[src/cu_pkg.sv]
package cu_pkg;

  ////////////////////////////////////////////////////////////////////////////
  // Opcode layout
  ////////////////////////////////////////////////////////////////////////////

  localparam int unsigned opcode_hi_w = 5;
  localparam int unsigned opcode_lo_w = 2;
  localparam int unsigned opcode_w    = opcode_hi_w + opcode_lo_w;

  // Register-immediate view, the low bits belong to the immediate
  typedef struct packed {
    logic [opcode_hi_w-1:0] cls;
    logic [opcode_lo_w-1:0] dc;  // Don't care for decode
  } opcode_ri_t;

  // One opcode word, seen either whole or as an RI class
  typedef union packed {
    logic [opcode_w-1:0] rr;     // RR and no-operand instructions
    opcode_ri_t          ri;
  } opcode_u;

  ////////////////////////////////////////////////////////////////////////////
  // Datapath selects
  ////////////////////////////////////////////////////////////////////////////

  typedef enum logic [3:0] {
    alu_add  = 4'd0,
    alu_addc = 4'd1,
    alu_sub  = 4'd2,
    alu_subc = 4'd3,
    alu_cmp  = 4'd4,
    alu_and  = 4'd5,
    alu_or   = 4'd6,
    alu_exor = 4'd7,
    alu_test = 4'd8,
    alu_lsl  = 4'd9,
    alu_lsr  = 4'd10,
    alu_rol  = 4'd11,
    alu_ror  = 4'd12,
    alu_asr  = 4'd13,
    alu_mov  = 4'd14
  } alu_sel_e;

  typedef enum logic [1:0] {
    pc_branch = 2'd0,  // Immediate branch target
    pc_stack  = 2'd1   // Return address from scratch
  } pc_sel_e;

  typedef enum logic [1:0] {
    rf_alu     = 2'd0,
    rf_scratch = 2'd1,
    rf_io      = 2'd3
  } rf_wr_sel_e;

  typedef enum logic [1:0] {
    scr_reg    = 2'd0,  // Address from register Y
    scr_imm    = 2'd1,  // Address from immediate
    scr_sp     = 2'd2,  // Read at SP
    scr_sp_dec = 2'd3   // Write at SP-1
  } scr_addr_sel_e;

  typedef enum logic [1:0] {
    brn_c_clr = 2'd0,
    brn_c_set = 2'd1,
    brn_z_set = 2'd2,
    brn_z_clr = 2'd3
  } brn_cond_e;

  ////////////////////////////////////////////////////////////////////////////
  // Control word and decoder input
  ////////////////////////////////////////////////////////////////////////////

  typedef struct packed {
    logic          pc_ld;
    pc_sel_e       pc_sel;
    logic          sp_ld;
    logic          sp_incr;
    logic          sp_decr;
    logic          rf_wr;
    rf_wr_sel_e    rf_wr_sel;
    logic          alu_opy_sel;   // 1 selects immediate operand
    alu_sel_e      alu_sel;
    logic          scr_we;
    logic          scr_data_sel;  // 1 stores the PC
    scr_addr_sel_e scr_addr_sel;
    logic          flg_c_set;
    logic          flg_c_clr;
    logic          flg_c_ld;
    logic          flg_z_ld;
    logic          flg_ld_sel;    // 1 restores flags from shadow
    logic          flg_shad_ld;   // No interrupt entry, stays low
    logic          i_set;
    logic          i_clr;
    logic          io_strb;
  } ctrl_word_t;

  typedef struct packed {
    opcode_u opcode;
    logic    c;
    logic    z;
  } decode_in_t;

endpackage
[src/control_unit.sv]
module control_unit
  import cu_pkg::*;
(
  input  logic       cu_clk,
  input  logic       arst_n,
  input  logic       decode_stb,
  input  decode_in_t dec_in,
  output ctrl_word_t ctrl,
  output logic       ctrl_valid,
  output logic       illegal
);

  ////////////////////////////////////////////////////////////////////////////
  // Combinational class decoders
  ////////////////////////////////////////////////////////////////////////////

  ctrl_word_t alu_word;
  ctrl_word_t mem_word;
  ctrl_word_t flow_word;
  logic       alu_hit;
  logic       mem_hit;
  logic       flow_hit;

  alu_op_decoder alu_op_decoder_inst (
    .dec_in (dec_in),
    .word   (alu_word),
    .hit    (alu_hit)
  );

  mem_stack_decoder mem_stack_decoder_inst (
    .dec_in (dec_in),
    .word   (mem_word),
    .hit    (mem_hit)
  );

  program_flow_decoder program_flow_decoder_inst (
    .dec_in (dec_in),
    .word   (flow_word),
    .hit    (flow_hit)
  );

  // Merge and register, result one cycle after the strobe
  ctrl_word_register ctrl_word_register_inst (
    .cu_clk     (cu_clk),
    .arst_n     (arst_n),
    .decode_stb (decode_stb),
    .alu_word   (alu_word),
    .mem_word   (mem_word),
    .flow_word  (flow_word),
    .alu_hit    (alu_hit),
    .mem_hit    (mem_hit),
    .flow_hit   (flow_hit),
    .ctrl       (ctrl),
    .ctrl_valid (ctrl_valid),
    .illegal    (illegal)
  );

endmodule

[src/ctrl_word_register.sv]
module ctrl_word_register
  import cu_pkg::*;
(
  input  logic       cu_clk,
  input  logic       arst_n,
  input  logic       decode_stb,
  input  ctrl_word_t alu_word,
  input  ctrl_word_t mem_word,
  input  ctrl_word_t flow_word,
  input  logic       alu_hit,
  input  logic       mem_hit,
  input  logic       flow_hit,
  output ctrl_word_t ctrl,
  output logic       ctrl_valid,
  output logic       illegal
);

  ctrl_word_t merged;
  logic       any_hit;

  // Partial words are zero outside their class, so OR is the merge
  assign merged  = ctrl_word_t'(alu_word | mem_word | flow_word);
  assign any_hit = alu_hit | mem_hit | flow_hit;

  always_ff @(posedge cu_clk or negedge arst_n) begin
    if (!arst_n) begin
      ctrl       <= '0;
      ctrl_valid <= 1'b0;
      illegal    <= 1'b0;
    end else begin
      ctrl_valid <= decode_stb;  // One pulse per strobe
      if (decode_stb) begin
        ctrl    <= merged;
        illegal <= !any_hit;     // Word is already all zero here
      end
    end
  end

endmodule

[src/program_flow_decoder.sv]
module program_flow_decoder
  import cu_pkg::*;
(
  input  decode_in_t dec_in,
  output ctrl_word_t word,
  output logic       hit
);

  localparam logic [opcode_w-1:0] op_brn   = 7'b0010000;
  localparam logic [opcode_w-1:0] op_call  = 7'b0010001;
  localparam logic [opcode_w-1:0] op_breq  = 7'b0010010;
  localparam logic [opcode_w-1:0] op_brne  = 7'b0010011;
  localparam logic [opcode_w-1:0] op_brcs  = 7'b0010100;
  localparam logic [opcode_w-1:0] op_brcc  = 7'b0010101;
  localparam logic [opcode_w-1:0] op_clc   = 7'b0110000;
  localparam logic [opcode_w-1:0] op_sec   = 7'b0110001;
  localparam logic [opcode_w-1:0] op_ret   = 7'b0110010;
  localparam logic [opcode_w-1:0] op_sei   = 7'b0110100;
  localparam logic [opcode_w-1:0] op_cli   = 7'b0110101;
  localparam logic [opcode_w-1:0] op_retid = 7'b0110110;
  localparam logic [opcode_w-1:0] op_retie = 7'b0110111;

  brn_cond_e cond;
  logic      cond_brn;  // Conditional branch decoded

  function automatic logic cond_holds(brn_cond_e sel, logic c, logic z);
    case (sel)
      brn_c_clr: return !c;
      brn_c_set: return c;
      brn_z_set: return z;
      default:   return !z;
    endcase
  endfunction

  always_comb begin
    word     = '0;
    hit      = 1'b1;
    cond     = brn_c_clr;
    cond_brn = 1'b0;
    case (dec_in.opcode.rr)
      op_brcc: begin
        cond_brn = 1'b1;
        cond     = brn_c_clr;
      end
      op_brcs: begin
        cond_brn = 1'b1;
        cond     = brn_c_set;
      end
      op_breq: begin
        cond_brn = 1'b1;
        cond     = brn_z_set;
      end
      op_brne: begin
        cond_brn = 1'b1;
        cond     = brn_z_clr;
      end
      op_brn:  word.pc_ld = 1'b1;
      op_call: begin
        word.pc_ld        = 1'b1;
        word.sp_decr      = 1'b1;
        word.scr_we       = 1'b1;
        word.scr_data_sel = 1'b1;  // Push return address
        word.scr_addr_sel = scr_sp_dec;
      end
      op_ret, op_retid, op_retie: begin
        word.pc_ld        = 1'b1;
        word.pc_sel       = pc_stack;
        word.sp_incr      = 1'b1;
        word.scr_addr_sel = scr_sp;
      end
      op_clc: word.flg_c_clr = 1'b1;
      op_sec: word.flg_c_set = 1'b1;
      op_cli: word.i_clr     = 1'b1;
      op_sei: word.i_set     = 1'b1;
      default: hit = 1'b0;
    endcase

    // Interrupt returns restore C and Z from the shadow
    if (dec_in.opcode.rr == op_retid || dec_in.opcode.rr == op_retie) begin
      word.flg_ld_sel = 1'b1;
      word.flg_c_ld   = 1'b1;
      word.flg_z_ld   = 1'b1;
      word.i_clr      = (dec_in.opcode.rr == op_retid);
      word.i_set      = (dec_in.opcode.rr == op_retie);
    end

    if (cond_brn && cond_holds(cond, dec_in.c, dec_in.z)) begin
      word.pc_ld  = 1'b1;
      word.pc_sel = pc_branch;
    end
  end

endmodule

[src/mem_stack_decoder.sv]
module mem_stack_decoder
  import cu_pkg::*;
(
  input  decode_in_t dec_in,
  output ctrl_word_t word,
  output logic       hit
);

  localparam logic [opcode_w-1:0] op_ld_rr = 7'b0001010;
  localparam logic [opcode_w-1:0] op_st_rr = 7'b0001011;
  localparam logic [opcode_w-1:0] op_push  = 7'b0100101;
  localparam logic [opcode_w-1:0] op_pop   = 7'b0100110;
  localparam logic [opcode_w-1:0] op_wsp   = 7'b0101000;

  localparam logic [opcode_hi_w-1:0] cls_in  = 5'b11001;
  localparam logic [opcode_hi_w-1:0] cls_out = 5'b11010;
  localparam logic [opcode_hi_w-1:0] cls_ld  = 5'b11100;
  localparam logic [opcode_hi_w-1:0] cls_st  = 5'b11101;

  always_comb begin
    word = '0;
    hit  = 1'b1;
    case (dec_in.opcode.rr)
      op_ld_rr: begin
        word.rf_wr        = 1'b1;
        word.rf_wr_sel    = rf_scratch;
        word.scr_addr_sel = scr_reg;
      end
      op_st_rr: begin
        word.scr_we       = 1'b1;  // Data from register X
        word.scr_addr_sel = scr_reg;
      end
      op_push: begin
        word.sp_decr      = 1'b1;
        word.scr_we       = 1'b1;
        word.scr_addr_sel = scr_sp_dec;
      end
      op_pop: begin
        word.sp_incr      = 1'b1;
        word.scr_addr_sel = scr_sp;
        word.rf_wr        = 1'b1;
        word.rf_wr_sel    = rf_scratch;
      end
      op_wsp: word.sp_ld = 1'b1;
      default: begin
        case (dec_in.opcode.ri.cls)
          cls_ld: begin
            word.rf_wr        = 1'b1;
            word.rf_wr_sel    = rf_scratch;
            word.scr_addr_sel = scr_imm;
          end
          cls_st: begin
            word.scr_we       = 1'b1;
            word.scr_addr_sel = scr_imm;
          end
          cls_in: begin
            word.rf_wr     = 1'b1;
            word.rf_wr_sel = rf_io;
          end
          cls_out: word.io_strb = 1'b1;  // Port id from immediate
          default: hit = 1'b0;
        endcase
      end
    endcase
  end

endmodule

[src/alu_op_decoder.sv]
module alu_op_decoder
  import cu_pkg::*;
(
  input  decode_in_t dec_in,
  output ctrl_word_t word,
  output logic       hit
);

  // Register-register and single-register encodings
  localparam logic [opcode_w-1:0] op_and_rr  = 7'b0000000;
  localparam logic [opcode_w-1:0] op_or_rr   = 7'b0000001;
  localparam logic [opcode_w-1:0] op_exor_rr = 7'b0000010;
  localparam logic [opcode_w-1:0] op_test_rr = 7'b0000011;
  localparam logic [opcode_w-1:0] op_add_rr  = 7'b0000100;
  localparam logic [opcode_w-1:0] op_addc_rr = 7'b0000101;
  localparam logic [opcode_w-1:0] op_sub_rr  = 7'b0000110;
  localparam logic [opcode_w-1:0] op_subc_rr = 7'b0000111;
  localparam logic [opcode_w-1:0] op_cmp_rr  = 7'b0001000;
  localparam logic [opcode_w-1:0] op_mov_rr  = 7'b0001001;
  localparam logic [opcode_w-1:0] op_lsl     = 7'b0100000;
  localparam logic [opcode_w-1:0] op_lsr     = 7'b0100001;
  localparam logic [opcode_w-1:0] op_rol     = 7'b0100010;
  localparam logic [opcode_w-1:0] op_ror     = 7'b0100011;
  localparam logic [opcode_w-1:0] op_asr     = 7'b0100100;

  // Immediate classes
  localparam logic [opcode_hi_w-1:0] cls_and  = 5'b10000;
  localparam logic [opcode_hi_w-1:0] cls_or   = 5'b10001;
  localparam logic [opcode_hi_w-1:0] cls_exor = 5'b10010;
  localparam logic [opcode_hi_w-1:0] cls_test = 5'b10011;
  localparam logic [opcode_hi_w-1:0] cls_add  = 5'b10100;
  localparam logic [opcode_hi_w-1:0] cls_addc = 5'b10101;
  localparam logic [opcode_hi_w-1:0] cls_sub  = 5'b10110;
  localparam logic [opcode_hi_w-1:0] cls_subc = 5'b10111;
  localparam logic [opcode_hi_w-1:0] cls_cmp  = 5'b11000;
  localparam logic [opcode_hi_w-1:0] cls_mov  = 5'b11011;

  alu_sel_e alu_sel;
  logic     imm_form;  // Operand Y from the immediate field

  // Opcode to ALU function, RR first then the RI class
  always_comb begin
    alu_sel  = alu_add;
    imm_form = 1'b0;
    hit      = 1'b1;
    case (dec_in.opcode.rr)
      op_and_rr:  alu_sel = alu_and;
      op_or_rr:   alu_sel = alu_or;
      op_exor_rr: alu_sel = alu_exor;
      op_test_rr: alu_sel = alu_test;
      op_add_rr:  alu_sel = alu_add;
      op_addc_rr: alu_sel = alu_addc;
      op_sub_rr:  alu_sel = alu_sub;
      op_subc_rr: alu_sel = alu_subc;
      op_cmp_rr:  alu_sel = alu_cmp;
      op_mov_rr:  alu_sel = alu_mov;
      op_lsl:     alu_sel = alu_lsl;
      op_lsr:     alu_sel = alu_lsr;
      op_rol:     alu_sel = alu_rol;
      op_ror:     alu_sel = alu_ror;
      op_asr:     alu_sel = alu_asr;
      default: begin
        imm_form = 1'b1;
        case (dec_in.opcode.ri.cls)
          cls_and:  alu_sel = alu_and;
          cls_or:   alu_sel = alu_or;
          cls_exor: alu_sel = alu_exor;
          cls_test: alu_sel = alu_test;
          cls_add:  alu_sel = alu_add;
          cls_addc: alu_sel = alu_addc;
          cls_sub:  alu_sel = alu_sub;
          cls_subc: alu_sel = alu_subc;
          cls_cmp:  alu_sel = alu_cmp;
          cls_mov:  alu_sel = alu_mov;
          default: begin
            imm_form = 1'b0;
            hit      = 1'b0;
          end
        endcase
      end
    endcase
  end

  // Register write and flag actions follow the ALU function
  always_comb begin
    word = '0;
    if (hit) begin
      word.alu_sel     = alu_sel;
      word.alu_opy_sel = imm_form;
      word.rf_wr_sel   = rf_alu;
      word.rf_wr       = (alu_sel != alu_cmp) && (alu_sel != alu_test);
      case (alu_sel)
        alu_and, alu_or, alu_exor, alu_test: begin
          word.flg_c_clr = 1'b1;
          word.flg_z_ld  = 1'b1;
        end
        alu_add, alu_addc, alu_sub, alu_subc, alu_cmp,
        alu_lsl, alu_lsr, alu_rol, alu_ror, alu_asr: begin
          word.flg_c_ld = 1'b1;
          word.flg_z_ld = 1'b1;
        end
        default: ;  // MOV keeps both flags
      endcase
    end
  end

endmodule

[config.mk]
export PLATFORM = sky130hd
export DESIGN_NAME = control_unit
export DESIGN_NICKNAME = d
export VERILOG_FILES = /design/src/cu_pkg.sv /design/src/control_unit.sv /design/src/ctrl_word_register.sv /design/src/program_flow_decoder.sv /design/src/mem_stack_decoder.sv /design/src/alu_op_decoder.sv
export SDC_FILE = /design/constraint.sdc
export NUM_CORES = 1
export LEC_CHECK = 0
export BUFFER_PORTS_ARGS = -buffer_cell sky130_fd_sc_hd__buf_2
export CORE_MARGIN = 4
export CORE_UTILIZATION = 40
export CTS_CLUSTER_DIAMETER = 120
export DETAILED_ROUTE_END_ITERATION = 6
export HOLD_SLACK_MARGIN = 0.15
export PLACE_DENSITY = 0.58
export SYNTH_ARGS = -nofsm -noshare
export SYNTH_HDL_FRONTEND = slang
export SYNTH_SLANG_ARGS = --single-unit
[constraint.sdc]
create_clock -name cu_clk -period 1.2 [get_ports cu_clk]
set_input_delay 0 -clock cu_clk [delete_from_list [all_inputs] [get_ports cu_clk]]
set_output_delay 0 -clock cu_clk [all_outputs]
set_load 0.03 [all_outputs]
==> impl_metrics.csv <==
group,metric,value,unit
status,status,"complete, but fails checks",
status,violations,"setup timing",
synth,synth-xor-area-share,0.946,%
power_and_ir_drop,power-per-cell-area,825,mW/mm2
cts,cts-root-buf,"clkbuf_8",
synth,yosys.area_share.adder,0,%
worst_setup_path,r2r_setup_slack,0.42,ns
power_and_ir_drop,vdd_drop_max,0.000570,V
layout,n_antenna_cell,0,
drt,initialDrtViolationCount,170,
cts,cts_tree,"done",
floorplan,core,0.00441,mm2
floorplan,die_h,76.0,um
synth,netlist.area_leader.share,36.5,%
sta,slew_viol_final,0,
synth,ys.flop_type,"dfrtp_1",
sta,fmax,763,MHz
power_and_ir_drop,netSwitchingFraction,33.7,%
sta,fin_hold_ws,0.186,ns
layout,n_fill_cell,357,
sta,totalNegativeSetupSlack,-0.208,ns
synth,synth.cell_area,0.00185,mm2
power_and_ir_drop,power.total,2.53,mW
synth,synth-seq-cells,27,
drt,firstDrtPassIters,4,
sta,hold_viol,0,
cts,clockBufferDepth,2,
drt,vias,2147,
synth,ys_types,55,
synth,synth_top_area_cell,"dfrtp_1",
worst_setup_path,r2r_cells,2,
sta,period_share,109,%
place,gp_congestion,0.876,
layout,drive_gt1_share,52.3,%
drt,ant_nets,0,
worst_setup_path,slowest_stage,"or4_4",
layout,layout_common_cells,"78 x buf_4, 32 x buf_2, 27 x dfrtp_1",
synth,synth_seq_area_share,36.5,%
power_and_ir_drop,power_frac_seq,39.7,%
worst_setup_path,cp_cell_sequence,"buf_12, buf_6, a211o_1, a31o_4, or4_4, a221oi_2",
sta,slew_headroom,60.5,%
worst_setup_path,cp_max_fo,6,
worst_setup_path,endpoint,"ctrl_word_register_inst.ctrl[7]$_DFFE_PN0P_",
synth,synthMuxAreaShare,2.23,%
synth,synth-compound-area-share,27.5,%
layout,final_common_cell,"buf_4",
place,placed_cells,362,
worst_setup_path,cp-end-kind,"register",
drt,wirelength,6.47,mm
worst_setup_path,worstSetupStartpoint,"dec_in[7]",
synth,yosysWarnings,0,
layout,seqCellArea,676,um2
place,dp_slack,-0.539,ns
worst_setup_path,r2r-end,"ctrl_word_register_inst.ctrl[6]$_DFFE_PN0P_",
worst_setup_path,cp_slowest_stage_delay,0.53,ns
floorplan,die_area,0.00578,mm2
sta,setup_ws,-0.111,ns
synth,synth.area.top_cells,"dfrtp_1 36%, nor2_1 4.9%, o21ai_0 3.8%",
layout,instances_no_fill,383,
synth,synth_top_family_by_area,"compound AO/OA/AOI/OAI gates",
min_path,hp-class,"input pin to register",
synth,synth.avg_cell_area,8.42,um2
floorplan,die_x,76.0,um
cts,cts_htree_levels,1,
worst_setup_path,arrival,1.49,ns
power_and_ir_drop,p_leak,1.48,nW
place,dpl.hpwl,4.73,mm
flow_run,maxCapViolations,0,
synth,synth_edf_count,0,
cts,clk_pin_slew,0.09,ns
power_and_ir_drop,power.switching,0.851,mW
layout,final_nets,344,
drt,vias_per_cell,5.61,
worst_setup_path,cp-start-kind,"input pin",
sta,fin_crit,1.31,ns
power_and_ir_drop,comb_power_share,40.3,%
floorplan,io-pin-count,41,
synth,syn-instance-count,220,
layout,area_delta_synth_final,65.3,%
global_routing,grt_max_degree,28,
floorplan,rows,24,
global_routing,grt_use_total,22.6,%
sta,finalSetupViolCount,4,
drt,routedWlPerCell,16.9,um
cts,worstSkewPairLatency,0.27,ns
global_routing,grt_overflow,0,
worst_setup_path,r2r_start,"ctrl_word_register_inst.ctrl[6]$_DFFE_PN0P_",
floorplan,start_util,42.0,%
worst_setup_path,cp_data_required_time,1.38,ns
worst_setup_path,crit_type,"input pin to register",
sta,fin_skew,0,ns
power_and_ir_drop,internal_power,1.68,mW
global_routing,first_global_vias,2179,
synth,yosys.area_share.simple,23.4,%
power_and_ir_drop,power_frac_clock,20.0,%
cts,cts_buffers,3,
place,io_buffers,38,
global_routing,antenna_found_initial,0,
synth,async_reset_ff_share,100,%
sta,tightest_slew,0.593,ns
layout,multi_input_area,0.00121,mm2
drt,drc,0,
sta,grt_setup_unrepaired,"true",
min_path,hold_depth,4,
global_routing,grt_pass1_wl,10.8,mm
cts,cts.sink_count,27,
[cell families (layout without fill, tap and decap cells)]
| group | count (synthesis) | after routing |
|---|---|---|
| compound gates | 73 | 73 |
| buf+inv | 33 | 143 |
| other cells | 1 | 2 |
| mux | 4 | 4 |
| flops | 27 | 27 |
| simple gates | 80 | 80 |
| xor+xnor | 2 | 2 |
[timing repair]
item	CTS	global route
hold endpoints to repair	28	0
buffers inserted	12	3
gates resized for setup	28	32
hold buffers	2	0
endpoints found under the setup margin	6	8
gates cloned	1	0
pin swaps	8	13
[cell usage after synthesis (3+ instances only)]
cell and n:
o21a_1 3, inv_1 10, buf_2 7, nand2b_1 4, dfrtp_1 27, nor3_1 3, buf_4 4, a31oi_1 5
o31ai_1 7, o2bb2ai_1 4, o22ai_1 3, clkbuf_1 7, buf_6 3, a21oi_1 13, nor2b_1 7, mux2i_1 3
nand3_1 8, a21o_1 4, nor4_1 5, nand2_1 11, o21ai_0 14, nor2_1 24, and3b_1 3
[worst max-delay path, delay by kind of cell]
kind            cells  cell delay (ns)
compound gates      3             0.74
simple gates        1             0.53
buf+inv             2             0.22
[layout make-up]
class	instances	share of cell area, %
multi-input cells	161	39.5
repair buffers	129	33.6
flip-flops and latches	27	22.1
well taps	52	2.13
clock buffers	4	1.47
inverters	10	1.23
[worst min-delay path by stage]
stage / start / to / slack (ns)
2_1_floorplan: arst_n / ctrl_word_register_inst.ctrl[0]$_DFFE_PN0P_ / -0.30
3_3_place_gp: arst_n / ctrl_word_register_inst.ctrl[2]$_DFFE_PN0P_ / 0.04
3_5_place_dp: arst_n / ctrl_word_register_inst.ctrl[2]$_DFFE_PN0P_ / 0.04
4_1_cts: dec_in[4] / ctrl_word_register_inst.ctrl[1]$_DFFE_PN0P_ / 0.19
5_1_grt: dec_in[4] / ctrl_word_register_inst.ctrl[1]$_DFFE_PN0P_ / 0.19
6_report: dec_in[4] / ctrl_word_register_inst.ctrl[1]$_DFFE_PN0P_ / 0.19
[power groups by stage]
stage | logic, mW | registers, mW | clock network [mW]
2_1_floorplan | 0.376 | 1.15 | 0
3_5_place_dp | 0.849 | 1.02 | 0
6_report | 1.02 | 1.00 | 0.505
4_1_cts | 0.934 | 1.00 | 0.517
3_3_place_gp | 0.848 | 1.02 | 0
5_1_grt | 1.09 | 1.01 | 0.573
[sequential cells by signal (all words and copies together), names as in the netlist]
signal and flops:
ctrl_word_register_inst.ctrl 25, ctrl_word_register_inst.illegal 1, ctrl_word_register_inst.ctrl_valid 1
[per-layer routing]
| metal | vias to the layer above | share of wire (%) | track usage (%) |
|---|---|---|---|
| li1 | 1028 | - | - |
| met1 | 1059 | 45 | 30.6 |
| met2 | 50 | 50 | 37.9 |
| met3 | 10 | 3.3 | 3.43 |
| met4 | 0 | 1.7 | 5.34 |
| met5 | - | 0 | 0 |
[stage by stage]
stage / util [%] / instance area, um2
2_1_floorplan: - / 1950
3_3_place_gp: 59.4 / 2620
3_5_place_dp: 59.4 / 2620
4_1_cts: 65.6 / 2900
5_1_grt: 69.4 / 3060
6_report: 69.4 / 3060
(Power assumes the default switching activity.)
